**src/verilog/mgmt_pkg.sv**
```systemverilog
// Management front end package with widths, register map, SPI command codes and packed structs
package mgmt_pkg;

	// Management data vectors and mask revision word
	localparam int IO_W       = 16;
	localparam int MASK_REV_W = 32;

	// Housekeeping SPI command byte
	localparam logic [7:0] CMD_WRITE = 8'h80;
	localparam logic [7:0] CMD_READ  = 8'h40;

	// Register map, mask revision least significant byte first
	localparam logic [7:0] REG_MASK_REV0 = 8'h01;
	localparam logic [7:0] REG_MASK_REV1 = 8'h02;
	localparam logic [7:0] REG_MASK_REV2 = 8'h03;
	localparam logic [7:0] REG_MASK_REV3 = 8'h04;
	localparam logic [7:0] REG_PLL_CTL   = 8'h08;
	localparam logic [7:0] REG_PLL_SEL   = 8'h09;
	localparam logic [7:0] REG_PLL_DIV   = 8'h0A;
	localparam logic [7:0] REG_IRQ       = 8'h0B;
	localparam logic [7:0] REG_RESET     = 8'h0C;

	// Housekeeping SPI pins as seen by the slave
	typedef struct packed {
		logic sck;
		logic csb;
		logic sdi;
	} spi_pins_t;

	// Clock control fields
	typedef struct packed {
		logic       ena;
		logic       bypass;
		logic [2:0] sel;
		logic [4:0] div;
	} pll_cfg_t;

	// Idle bus has chip select deasserted
	localparam spi_pins_t SPI_IDLE = '{sck: 1'b0, csb: 1'b1, sdi: 1'b0};

	// Core runs from the external clock out of reset
	localparam pll_cfg_t PLL_CFG_RST = '{
		ena:    1'b0,
		bypass: 1'b1,
		sel:    3'd0,
		div:    5'd0
	};

endpackage

```
**src/verilog/core_clocking.sv**
```systemverilog
// Core clock enable divider and stretched core reset
module core_clocking
	import mgmt_pkg::*;
#(
	parameter int RST_HOLD = 4
) (
	input  logic     clock,
	input  logic     rst_i,
	input  pll_cfg_t pll_cfg_i,
	// Soft reset level from the register file
	input  logic     soft_rst_i,
	output logic     core_clk_en_o,
	output logic     core_rst_o
);

	// Wide enough to hold RST_HOLD, even when it is zero
	localparam int HOLD_W = $clog2(RST_HOLD + 2);

	logic [4:0]        div_q;
	logic [4:0]        div_cnt_q;
	logic [HOLD_W-1:0] hold_cnt_q;
	logic              core_rst_q;

	// Free running divider, restarted on any divider change
	always_ff @(posedge clock) begin
		if (rst_i) begin
			div_q     <= '0;
			div_cnt_q <= '0;
		end else if (pll_cfg_i.div != div_q) begin
			div_q     <= pll_cfg_i.div;
			div_cnt_q <= '0;
		end else if (div_cnt_q >= div_q - 5'd1) begin
			div_cnt_q <= '0;
		end else begin
			div_cnt_q <= div_cnt_q + 5'd1;
		end
	end

	// External clock or trivial divide runs every cycle
	assign core_clk_en_o = pll_cfg_i.bypass | (pll_cfg_i.div < 5'd2) | (div_cnt_q == 5'd0);

	// Reset held while a source is active, then RST_HOLD more cycles
	always_ff @(posedge clock) begin
		if (rst_i || soft_rst_i) begin
			hold_cnt_q <= HOLD_W'(RST_HOLD);
			core_rst_q <= 1'b1;
		end else if (hold_cnt_q != '0) begin
			hold_cnt_q <= hold_cnt_q - 1'b1;
			core_rst_q <= 1'b1;
		end else begin
			core_rst_q <= 1'b0;
		end
	end

	assign core_rst_o = core_rst_q;

endmodule

```
**src/verilog/hk_regs.sv**
```systemverilog
// Housekeeping register file with clock controls, soft reset, interrupt and mask revision
module hk_regs
	import mgmt_pkg::*;
(
	input  logic                  clock,
	input  logic                  rst_i,
	input  logic [7:0]            addr_i,
	input  logic [7:0]            wdata_i,
	input  logic                  we_i,
	// Metal programmed revision word
	input  logic [MASK_REV_W-1:0] mask_rev_i,
	output logic [7:0]            rdata_o,
	output pll_cfg_t              pll_cfg_o,
	output logic                  soft_rst_o,
	output logic                  irq_o
);

	pll_cfg_t pll_cfg_q;
	logic     soft_rst_q;
	logic     irq_q;

	// Writable fields, unmapped addresses drop the write
	always_ff @(posedge clock) begin
		if (rst_i) begin
			pll_cfg_q  <= PLL_CFG_RST;
			soft_rst_q <= 1'b0;
			irq_q      <= 1'b0;
		end else if (we_i) begin
			case (addr_i)
				REG_PLL_CTL: begin
					pll_cfg_q.ena    <= wdata_i[0];
					pll_cfg_q.bypass <= wdata_i[1];
				end
				REG_PLL_SEL: pll_cfg_q.sel  <= wdata_i[2:0];
				REG_PLL_DIV: pll_cfg_q.div  <= wdata_i[4:0];
				REG_IRQ:     irq_q          <= wdata_i[0];
				REG_RESET:   soft_rst_q     <= wdata_i[0];
				default: ;
			endcase
		end
	end

	// Read mux, unused bits and holes read back as zero
	always_comb begin
		rdata_o = '0;
		case (addr_i)
			REG_MASK_REV0: rdata_o = mask_rev_i[7:0];
			REG_MASK_REV1: rdata_o = mask_rev_i[15:8];
			REG_MASK_REV2: rdata_o = mask_rev_i[23:16];
			REG_MASK_REV3: rdata_o = mask_rev_i[31:24];
			REG_PLL_CTL:   rdata_o = {6'd0, pll_cfg_q.bypass, pll_cfg_q.ena};
			REG_PLL_SEL:   rdata_o = {5'd0, pll_cfg_q.sel};
			REG_PLL_DIV:   rdata_o = {3'd0, pll_cfg_q.div};
			REG_IRQ:       rdata_o = {7'd0, irq_q};
			REG_RESET:     rdata_o = {7'd0, soft_rst_q};
			default:       rdata_o = '0;
		endcase
	end

	assign pll_cfg_o  = pll_cfg_q;
	assign soft_rst_o = soft_rst_q;
	assign irq_o      = irq_q;

endmodule

```
**src/verilog/hk_spi_slave.sv**
```systemverilog
// Housekeeping SPI slave with oversampled SCK, frame decode and register strobes
module hk_spi_slave
	import mgmt_pkg::*;
(
	input  logic       clock,
	input  logic       rst_i,
	// Synchronized SPI pins
	input  spi_pins_t  spi_i,
	// Register read data, valid while addr_o is stable
	input  logic [7:0] rdata_i,
	output logic [7:0] addr_o,
	output logic [7:0] wdata_o,
	output logic       we_o,
	output logic       re_o,
	output logic       sdo_o,
	output logic       sdo_enb_o
);

	// Frame phase, one byte each except ignore
	typedef enum logic [1:0] {
		PH_CMD,
		PH_ADDR,
		PH_DATA,
		PH_IGNORE
	} phase_e;

	phase_e     phase_q;
	logic [2:0] bit_cnt_q;
	logic       sck_q;
	logic [7:0] shift_in_q;
	logic [7:0] shift_out_q;
	logic [7:0] addr_q;
	logic       is_write_q;
	logic       we_q;
	logic       re_q;
	logic       sdo_enb_q;

	logic       sck_rise;
	logic       sck_fall;
	logic       bit_take;
	logic       byte_done;
	logic [7:0] byte_in;

	// Edges of the oversampled clock
	assign sck_rise = spi_i.sck & ~sck_q;
	assign sck_fall = ~spi_i.sck & sck_q;

	// Data is taken on rising edges, nothing after the frame ends
	assign bit_take  = ~spi_i.csb & sck_rise & (phase_q != PH_IGNORE);
	assign byte_done = bit_take & (bit_cnt_q == 3'd7);
	assign byte_in   = {shift_in_q[6:0], spi_i.sdi};

	always_ff @(posedge clock) begin
		if (rst_i) begin
			phase_q     <= PH_CMD;
			bit_cnt_q   <= '0;
			sck_q       <= 1'b0;
			we_q        <= 1'b0;
			re_q        <= 1'b0;
			sdo_enb_q   <= 1'b1;
			shift_out_q <= '0;
		end else begin
			sck_q <= spi_i.sck;
			// Strobes last one cycle
			we_q  <= 1'b0;
			re_q  <= 1'b0;
			if (spi_i.csb) begin
				// Deselect drops any partial frame
				phase_q   <= PH_CMD;
				bit_cnt_q <= '0;
				sdo_enb_q <= 1'b1;
			end else begin
				if (re_q) begin
					// MSB goes out straight away
					shift_out_q <= rdata_i;
					sdo_enb_q   <= 1'b0;
				end else if (sck_fall && phase_q == PH_DATA && !is_write_q &&
						bit_cnt_q != 3'd0) begin
					shift_out_q <= {shift_out_q[6:0], 1'b0};
				end
				if (bit_take) begin
					bit_cnt_q <= bit_cnt_q + 3'd1;
				end
				if (byte_done) begin
					case (phase_q)
						PH_CMD: begin
							// Unknown commands sit out the frame
							if (byte_in == CMD_WRITE || byte_in == CMD_READ) begin
								phase_q <= PH_ADDR;
							end else begin
								phase_q <= PH_IGNORE;
							end
						end
						PH_ADDR: begin
							phase_q <= PH_DATA;
							re_q    <= ~is_write_q;
						end
						PH_DATA: begin
							phase_q <= PH_IGNORE;
							we_q    <= is_write_q;
						end
						default: phase_q <= PH_IGNORE;
					endcase
				end
			end
		end
	end

	// Shift data and decoded frame fields
	always_ff @(posedge clock) begin
		if (bit_take) begin
			shift_in_q <= byte_in;
		end
		if (byte_done && phase_q == PH_CMD) begin
			is_write_q <= (byte_in == CMD_WRITE);
		end
		if (byte_done && phase_q == PH_ADDR) begin
			addr_q <= byte_in;
		end
	end

	// Shift register holds the data byte once the write completes
	assign addr_o  = addr_q;
	assign wdata_o = shift_in_q;
	assign we_o    = we_q;
	assign re_o    = re_q;
	assign sdo_o   = shift_out_q[7];

	// Released at once when chip select goes high
	assign sdo_enb_o = sdo_enb_q | spi_i.csb;

endmodule

```
**src/verilog/mgmt_core.sv**
```systemverilog
// Management front end top level with pin mux, housekeeping SPI, registers and clocking
module mgmt_core
	import mgmt_pkg::*;
#(
	parameter int RST_HOLD = 4
) (
	input  logic                  clock,
	input  logic                  rst_i,
	input  spi_pins_t             spi_pad_i,
	input  logic [IO_W-1:0]       mgmt_out_i,
	input  logic                  hk_connect_i,
	input  logic                  sdo_oenb_state_i,
	input  logic                  jtag_oenb_state_i,
	input  logic [MASK_REV_W-1:0] mask_rev_i,
	output logic                  sdo_o,
	output logic                  sdo_enb_o,
	output logic                  jtag_o,
	output logic                  pll_ena_o,
	output logic                  ext_clk_sel_o,
	output logic [2:0]            pll_sel_o,
	output logic [4:0]            pll_div_o,
	output logic                  irq_o,
	output logic                  core_clk_en_o,
	output logic                  core_rst_o
);

	spi_pins_t  spi_sync;
	logic       hk_sdo;
	logic [7:0] reg_addr;
	logic [7:0] reg_wdata;
	logic [7:0] reg_rdata;
	logic       reg_we;
	pll_cfg_t   pll_cfg;
	logic       soft_rst;

	mgmt_io_mux u_io_mux (
		.clock             (clock),
		.rst_i             (rst_i),
		.spi_pad_i         (spi_pad_i),
		.mgmt_out_i        (mgmt_out_i),
		.hk_connect_i      (hk_connect_i),
		.sdo_oenb_state_i  (sdo_oenb_state_i),
		.jtag_oenb_state_i (jtag_oenb_state_i),
		.hk_sdo_i          (hk_sdo),
		.spi_sync_o        (spi_sync),
		.sdo_o             (sdo_o),
		.jtag_o            (jtag_o)
	);

	hk_spi_slave u_hk_spi (
		.clock     (clock),
		.rst_i     (rst_i),
		.spi_i     (spi_sync),
		.rdata_i   (reg_rdata),
		.addr_o    (reg_addr),
		.wdata_o   (reg_wdata),
		.we_o      (reg_we),
		.re_o      (),
		.sdo_o     (hk_sdo),
		.sdo_enb_o (sdo_enb_o)
	);

	hk_regs u_hk_regs (
		.clock      (clock),
		.rst_i      (rst_i),
		.addr_i     (reg_addr),
		.wdata_i    (reg_wdata),
		.we_i       (reg_we),
		.mask_rev_i (mask_rev_i),
		.rdata_o    (reg_rdata),
		.pll_cfg_o  (pll_cfg),
		.soft_rst_o (soft_rst),
		.irq_o      (irq_o)
	);

	core_clocking #(
		.RST_HOLD (RST_HOLD)
	) u_clocking (
		.clock         (clock),
		.rst_i         (rst_i),
		.pll_cfg_i     (pll_cfg),
		.soft_rst_i    (soft_rst),
		.core_clk_en_o (core_clk_en_o),
		.core_rst_o    (core_rst_o)
	);

	// Clock controls out to the pads
	assign pll_ena_o     = pll_cfg.ena;
	assign ext_clk_sel_o = pll_cfg.bypass;
	assign pll_sel_o     = pll_cfg.sel;
	assign pll_div_o     = pll_cfg.div;

endmodule

```
**src/verilog/mgmt_io_mux.sv**
```systemverilog
// SPI pin source select and synchronizer, SDO and JTAG pad output overrides
module mgmt_io_mux
	import mgmt_pkg::*;
(
	input  logic            clock,
	input  logic            rst_i,
	// Dedicated housekeeping SPI pads
	input  spi_pins_t       spi_pad_i,
	// Management SoC output data
	input  logic [IO_W-1:0] mgmt_out_i,
	// Route the management SPI master straight to the slave
	input  logic            hk_connect_i,
	// Output enable state of the shared pads, low means override
	input  logic            sdo_oenb_state_i,
	input  logic            jtag_oenb_state_i,
	// Serial data from the housekeeping slave
	input  logic            hk_sdo_i,
	output spi_pins_t       spi_sync_o,
	output logic            sdo_o,
	output logic            jtag_o
);

	// Pins before synchronization
	spi_pins_t spi_sel;

	// Management side pinout
	// SCK on bit 4, CSB on bit 3, SDI on bit 2
	always_comb begin
		if (hk_connect_i) begin
			spi_sel.sck = mgmt_out_i[4];
			spi_sel.csb = mgmt_out_i[3];
			spi_sel.sdi = mgmt_out_i[2];
		end else begin
			spi_sel = spi_pad_i;
		end
	end

	// Chip select resets high so the slave starts idle
	sync_2ff #(
		.T       (spi_pins_t),
		.RST_VAL (SPI_IDLE)
	) u_spi_sync (
		.clock (clock),
		.rst_i (rst_i),
		.d_i   (spi_sel),
		.q_o   (spi_sync_o)
	);

	// SDO pad takes management bit 1 when overridden
	assign sdo_o = sdo_oenb_state_i ? hk_sdo_i : mgmt_out_i[1];

	// No JTAG function here, pad idles low
	assign jtag_o = jtag_oenb_state_i ? 1'b0 : mgmt_out_i[0];

endmodule

```
**src/verilog/sync_2ff.sv**
```systemverilog
// Two-stage synchronizer with a type parameter payload and a configurable reset value
module sync_2ff #(
	parameter type T       = logic,
	parameter T    RST_VAL = T'(0)
) (
	input  logic clock,
	input  logic rst_i,
	input  T     d_i,
	output T     q_o
);

	// First stage may go metastable
	T meta_q;

	always_ff @(posedge clock) begin
		if (rst_i) begin
			meta_q <= RST_VAL;
			q_o    <= RST_VAL;
		end else begin
			meta_q <= d_i;
			q_o    <= meta_q;
		end
	end

endmodule
```
**config.mk**
```make
export PLATFORM = sky130hd
export DESIGN_NAME = mgmt_core
export DESIGN_NICKNAME = d
export VERILOG_FILES = /design/src/verilog/mgmt_pkg.sv /design/src/verilog/core_clocking.sv /design/src/verilog/hk_regs.sv /design/src/verilog/hk_spi_slave.sv /design/src/verilog/mgmt_core.sv /design/src/verilog/mgmt_io_mux.sv /design/src/verilog/sync_2ff.sv
export SDC_FILE = /design/constraint.sdc
export NUM_CORES = 1
export LEC_CHECK = 0
export BUFFER_PORTS_ARGS = -buffer_cell sky130_fd_sc_hd__buf_4
export CAP_MARGIN = 10
export CORE_UTILIZATION = 54
export DETAILED_ROUTE_END_ITERATION = 8
export HOLD_SLACK_MARGIN = 0.12
export PLACE_DENSITY = 0.85
export SLEW_MARGIN = 5
export SYNTH_ARGS = -nofsm -noshare
export SYNTH_HDL_FRONTEND = slang
export SYNTH_SLANG_ARGS = --single-unit
```
**constraint.sdc**
```tcl
create_clock -name clock -period 2.62 [get_ports clock]
set_input_delay 0.131 -clock clock [delete_from_list [all_inputs] [get_ports clock]]
set_output_delay 0.131 -clock clock [all_outputs]
set_load 0.02 [all_outputs]
```
==> results of run 1 <==
## path summary, 6_finish.rpt
| path | start | slack, ps | endpoint |
|---|---|---|---|
| max | u_hk_spi.bit_cnt_q[0] | 410 | u_hk_spi.addr_o[3] |
| min | rst_i | 220 | u_io_mux.u_spi_sync.meta_q[2] |
| min reg2reg | u_io_mux.u_spi_sync.meta_q[1] | 410 | u_io_mux.u_spi_sync.q_o[1] |
| max reg2reg | u_hk_spi.bit_cnt_q[0] | 410 | u_hk_spi.addr_o[3] |
## cell type report
class                           count  area share
Inverter                           18      0.0169
Sequential cell                    65       0.365
Clock inverter                      1     0.00125
Clock buffer                       15      0.0519
Multi-Input combinational cell    216       0.410
Timing Repair Buffer               69       0.133
Tap cell                           72      0.0225
## per-layer routing
layer / global-route usage / up-vias / routed length, µm
li1: - / 1278 / -
met1: 0.300 / 1236 / 3070
met2: 0.389 / 97 / 3410
met3: 0.0674 / 12 / 513
met4: 0.125 / 0 / 153
met5: 0 / - / 0
## state kept, by name (all words and copies together), names as in the netlist, 2 cells and up
register / flops
u_clocking.div_cnt_q: 5
u_hk_spi.bit_cnt_q: 3
u_hk_spi.wdata_o: 7
u_clocking.div_q: 5
u_hk_regs.pll_cfg_o: 10
u_hk_spi.shift_out_q: 8
u_io_mux.u_spi_sync.q_o: 3
u_hk_spi.addr_o: 8
u_io_mux.u_spi_sync.meta_q: 3
u_hk_spi.phase_q: 2
u_clocking.hold_cnt_q: 3
## through the flow
stage / cells / worst slack [ps] / total power [mW]
2_1_floorplan: 314 / 661 / 1.21
3_3_place_gp: 434 / 531 / 1.29
3_5_place_dp: 434 / 411 / 1.30
4_1_cts: 456 / 402 / 2.17
5_1_grt: 456 / 255 / 2.25
6_report: 456 / 407 / 2.14
## worst reg2reg max path, delay by kind of cell (launching register included)
kind                     cells  cell delay (ps)
AO/OA/AOI/OAI                1              630
adder cells (fa/ha/maj)      2              320
buffers and inverters        1               40
flip-flops                   1              380
AND/OR/NAND/NOR              1              510
## layout by cell type, fill, tap and decap left out, types with 4 or more instances in the layout
cell type	Yosys	final
or2_2	4	4
or3_1	4	4
nand2_1	9	9
nand2b_1	9	9
a311oi_1	4	4
nor2b_1	18	18
xor2_1	4	4
clkbuf_8	0	13
inv_1	18	18
mux2_2	4	4
nor3b_1	5	5
dfxtp_1	49	49
ha_1	13	13
or4_1	4	4
dlygate4sd3_1	0	6
buf_4	0	63
nor2_1	28	28
nor4_1	5	5
nand3_1	7	7
mux2i_1	25	25
edfxtp_1	16	16
nor3_1	4	4
a21oi_1	4	4
xnor2_1	10	10
a211oi_1	5	5
## cells by family (layout without fill, tap and decap cells)
family                     after synthesis  in the layout
muxes                                   29             29
DFF                                     65             65
buffers and inverters                   33            103
xor gates and xnor gates                14             14
and+or+nand+nor                        109            109
adders and majority gates               13             13
AOI/OAI and AO/OA                       51             51
## power by group through the flow
| stage | sequential, mW | clock [mW] | combinational, mW |
|---|---|---|---|
| after global routing | 1.09 | 0.934 | 0.230 |
| after detailed placement | 1.10 | 0 | 0.193 |
| after floorplan | 1.10 | 0 | 0.112 |
| after CTS | 1.08 | 0.886 | 0.203 |
| after global placement | 1.10 | 0 | 0.185 |
| final | 1.08 | 0.862 | 0.201 |
## what timing repair did
action | 4_1_cts | 5_1_grt
setup endpoints to repair | 0 | 0
gates resized for setup | 0 | 0
endpoints found under the hold margin | 3 | 0
hold buffers | 6 | 0
==> run summary, run 1 <==
Hold path cells: 2
Slowest stage delay, CP: 630 ps
Initial antenna violation count: 0
Leading post-synthesis cells by instance count: dfxtp_1, nor2_1, mux2i_1
P_leak: 1.56 nW
Final nets: 448
Net Sw Power: 463 µW
Vias per cell: 5.75
Worst hold slack: 215 ps
Largest area contributor in the netlist: dfxtp_1
Setup violations, final: 0
Reg clk slew, reported paths: 70 ps
Routed len/inst: 15.7 µm
Pwr/cell area: 535 nW/µm²
Starting Density: 0.574
Synth cell types: 58
Port Buffers: 60
Req. time, crit path: 2610 ps
CTS buffer count: 9
Worst-path cell chain: ha_1 -> ha_1 -> inv_1 -> a2111oi_0 -> and3_1
CTS tree: yes
Syn Nets: 383
Largest family of logic cells by synthesized area: simple AND/OR/NAND/NOR gates
Fraction of layout cells with a size suffix above 1: 0.242
Max VDD drop: 0.000397 V
CTS root buf: clkbuf_8
Final Cycle Share: 0.845
Initial DRC count: 166
Placed Instance Area: 3730 µm²
Fillers: 422
Post-synth top area share: 0.303
Max Clock Skew: 8.37 ps
Most Frequent Cell on Critical Path: ha_1
Largest net degree at the start of global routing: 43
H-tree depth: 3
Net Sw Frac: 0.216
Sequential-to-total area share from yosys stat: 0.452
Row Count: 27
Syn Area/Cell: 10.3 µm²
Hold crit path type: in2reg
MaxCap Viol Count: 0
Core Footprint: 5640 µm²
Critical path buffers and inverters: 1
Number of diodes: 0
Worst-case clock buffer depth: 2
Post-synth EDFFs: 16
Post-synth top flop: dfxtp_1
Drt pass-1 iters: 4
Final ANT Viol Nets: 0
Fin area: 4010 µm²
Count of warnings emitted by yosys: 0
Die ar.: 6310 µm²
Mux cell area share after synthesis: 0.0913
Slowest cell on the critical path: a2111oi_0
Post-layout minimum cycle time: 2210 ps
Total GRT Usage: 0.244
Multi-input gate area: 1640 µm²
Setup TNS: 0 ps
Unrepaired setup endpoints after global routing: false
Max FO, Critical Path: 10
Slew Viols, Final: 0
Seq cells post-synth: 65
Worst relative slew slack: 0.494
Critical path launch point type: register
Layout area overhead: 23.8%
Crit Path Category: reg2reg
Chip width: 79.4 µm
Post-synth ARST share: 0
Io pins: 72
Most instantiated library cell after synthesis: dfxtp_1
Flop pwr share: 0.504
Critical Path End Type: register
Reg2Reg Depth: 5
Vias in the first global route: 2540
Achievable Freq: 452 MHz
Crit path DAT: 2210 ps
Gate power share: 0.094
Die Height: 79.4 µm
Cell count after synthesis: 314
Final HPWL DP: 4.96 mm
First-pass GRT wire length: 11.5 mm
Synthesized cell area: 3240 µm²
Post-synthesis xor/xnor area fraction: 0.0379
Critical path depth in cells: 5
# DRC: 0
Cell family with most CP delay: compound AO/OA/AOI/OAI gates
Post-Synth Adder-Cell Area: 0.0503
P_int: 1.68 mW
Vias: 2623
Final core utilization: 0.710
GRT overflow: 0
Synth top area cells: dfxtp_1, edfxtp_1, mux2i_1
Synth Area in Compound Gates: 0.134
Worst skew pair latency: 340 ps
Post-Synth Simple-Gate Area: 0.193
Sink Count: 65
Post-CTS setup buffers: 0
Register area: 1460 µm²
Final WL: 7.15 mm
Slew @ Worst Pin: 741 ps
Status: complete, no violations
Final GP Congestion: 0.840
Clock network power share: 0.402
Final Hold Fails: 0
Note: power is estimated with default switching activity, not from simulation.
==> run 2, diff against run 1 <==
CORE_UTILIZATION = 49   (was 54)
PLACE_DENSITY = 0.81   (was 0.85)
clock period = 1.8 ns   (was 2.62 ns; I/O delays follow)
==> run summary, run 2 (synthesized netlist as in run 1, its figures left out) <==
Slowest cell on the critical path: or4_4
Max VDD drop: 0.000444 V (+12%)
Number of diodes: 0 (unchanged)
Core Footprint: 6350 µm² (+13%)
Setup violations, final: 19 (+19)
Initial DRC count: 125 (-25%)
Vias: 2895 (+10%)
Port Buffers: 60 (unchanged)
Placed Instance Area: 3990 µm² (+7.0%)
Final nets: 493 (+10%)
RR Startpoint: u_hk_spi.addr_o[4]
Row Count: 29 (+7.4%)
Req. time, crit path: 2020 ps (-590 ps)
Crit path DAT: 2180 ps (-30 ps)
Slew @ Worst Pin: 378 ps (-362 ps)
Worst skew pair latency: 340 ps (about the same)
Worst-path cell chain: buf_6 -> or4_4 -> nor4_2 -> buf_4 -> mux2i_1 -> nor2_1
Met2 routed WL: 4.20 mm (+23%)
GRT overflow: 0 (unchanged)
First-pass GRT wire length: 13.3 mm (+16%)
Critical path launch point type: register
Max reg flops: 10 (unchanged)
Die Height: 83.3 µm (+4.9%)
Sink Count: 65 (unchanged)
Total GRT Usage: 0.242 (-0.00154)
Achievable Freq: 511 MHz (+13%)
Chip width: 83.3 µm (+4.9%)
Layout area overhead: 40.3%
Final Hold Fails: 0 (unchanged)
Hold_sp: mask_rev_i[29]
Pwr/cell area: 655 nW/µm² (+22%)
Slowest stage delay, CP: 570 ps (-60 ps)
Final ANT Viol Nets: 0 (unchanged)
Fillers: 444 (+5.2%)
Final HPWL DP: 5.51 mm (+11%)
P_int: 2.26 mW (+35%)
Starting Density: 0.510 (-0.0640)
Fin area: 4540 µm² (+13%)
Largest net degree at the start of global routing: 24 (-44%)
Final core utilization: 0.715 (+0.00477)
Unrepaired setup endpoints after global routing: true
Flop pwr share: 0.529 (+0.025)
Initial antenna violation count: 0 (unchanged)
Inst Count DP: 471 (+8.5%)
CTS root buf: clkbuf_8
Hold path cells: 3 (+1)
Net Sw Power: 710 µW (+53%)
Crit Path Category: reg2reg
Clock network power share: 0.360 (-0.042)
Net Sw Frac: 0.239 (+0.0227)
Max Clock Skew: 14.0 ps (+5.58 ps)
Failing checks: negative setup slack
Final WS setup: -157 ps (-564 ps)
Met3 WL: 472 µm (-8.0%)
Gate power share: 0.111 (+0.017)
Vias in the first global route: 2933 (+15%)
Fraction of layout cells with a size suffix above 1: 0.387 (+0.145)
Most common cell after layout, fill and taps aside: buf_4
P_leak: 1.82 nW (+17%)
Max layer used: met4
MaxCap Viol Count: 0 (unchanged)
Vias per cell: 5.72 (-0.54%)
Final WL: 8.61 mm (+20%)
Critical Path End Type: register
Worst relative slew slack: 0.747 (+0.254)
H-tree depth: 3 (unchanged)
Io pins: 72 (unchanged)
Setup TNS: -1510 ps (-1510 ps)
Layout Cells excl Fill: 506 (+11%)
Die ar.: 6930 µm² (+9.9%)
Hold endpoint: u_hk_spi.shift_out_q[5]
Wl on met1: 3.62 mm (+18%)
Final Cycle Share: 1.09 (+0.243)
Slew Viols, Final: 0 (unchanged)
# DRC: 0 (unchanged)
CTS tree: yes
Reg clk slew, reported paths: 70 ps (about the same)
RR Endpoint: u_hk_regs.pll_cfg_o[6]
Final GP Congestion: 0.862 (+2.7%)
Routed len/inst: 17.0 µm (+8.5%)
Reg2Reg Depth: 6 (+1)
Max FO, Critical Path: 4 (-6)
CTS buffer count: 9 (unchanged)
Drt pass-1 iters: 4 (unchanged)
Hold crit path type: in2reg
Post-layout minimum cycle time: 1960 ps (-256 ps)
Reg2reg setup slack: -160 ps (-560 ps)
Most frequent cells in the layout: buf_4, dfxtp_1, nor2_1
Status: finished, violations left
Worst-case clock buffer depth: 2 (unchanged)
==> run 2: changes by cell type in the layout (fill, tap and decap cells not counted), sizes merged <==
cell         before  now
buf              63  105
clkbuf           15   13
and3              2    3
clkinv            1    2
dlygate4sd3       6    7
inv              18   19
or4               5    6
==> run 2: layout make-up <==
| class | count | area, µm² | area share |
|---|---|---|---|
| clock buffers | 13 | 149 | 0.0328 |
| inverters | 18 | 67.6 | 0.0149 |
| multi-input cells | 218 | 1860 | 0.409 |
| well taps | 77 | 96.3 | 0.0212 |
| flip-flops and latches | 65 | 1470 | 0.323 |
| repair buffers | 112 | 886 | 0.195 |
| clock inverters | 3 | 16.3 | 0.00358 |
==> run 2: what timing repair did <==
item / in CTS / in global routing
hold buffers: 9 / 0
pin swaps: 6 / 19
resized for setup: 14 / 28
endpoints found under the setup margin: 29 / 37
setup buffers: 4 / 5
hold endpoints to repair: 16 / 0
gates cloned: 1 / 2
==> run 2: layer usage <==
metal / GRT usage / up-vias
met1: 0.279 / 1389
met2: 0.416 / 103
met4: 0.133 / 0
li1: - / 1371
met3: 0.0527 / 32
met5: 0 / -
==> run 2: metrics by stage <==
stage               hold slack (ps)  setup slack, ps  power, mW
global placement                297            -84.1       1.88
CTS                             159             -126       2.98
global route                    157             -205       3.08
finish                          146             -157       2.97
detailed placement              295             -140       1.90
floorplan                       196            -84.2       1.77
==> run 2: worst max-delay path by stage <==
| stage | depth (start not counted) | slack (ps) | end | from |
|---|---|---|---|---|
| finish | 6 | -160 | u_hk_regs.pll_cfg_o[6] | u_hk_spi.addr_o[4] |
| global route | 5 | -210 | u_hk_spi.shift_out_q[4] | u_hk_spi.addr_o[5] |
| CTS | 5 | -130 | u_hk_spi.shift_out_q[4] | u_hk_spi.addr_o[6] |
| detailed placement | 4 | -140 | u_hk_spi.shift_out_q[4] | u_hk_spi.addr_o[5] |
| global placement | 4 | -80 | u_hk_spi.shift_out_q[7] | u_hk_spi.addr_o[5] |
| floorplan | 5 | -80 | u_hk_spi.shift_out_q[7] | u_hk_spi.addr_o[5] |
==> run 2: power groups by stage <==
stage	Sequential [mW]	Combinational, mW	Clock, mW
after floorplan	1.60	0.163	0
after global placement	1.60	0.279	0
after detailed placement	1.60	0.299	0
after CTS	1.57	0.324	1.08
after global routing	1.58	0.367	1.14
final	1.57	0.330	1.07
==> run 2: critical path, delay by kind of cell, from the launching register on <==
family | cells | cell delay, ps
buffers and inverters | 2 | 330
flip-flops | 1 | 410
multiplexers | 1 | 210
AND/OR/NAND/NOR | 3 | 890
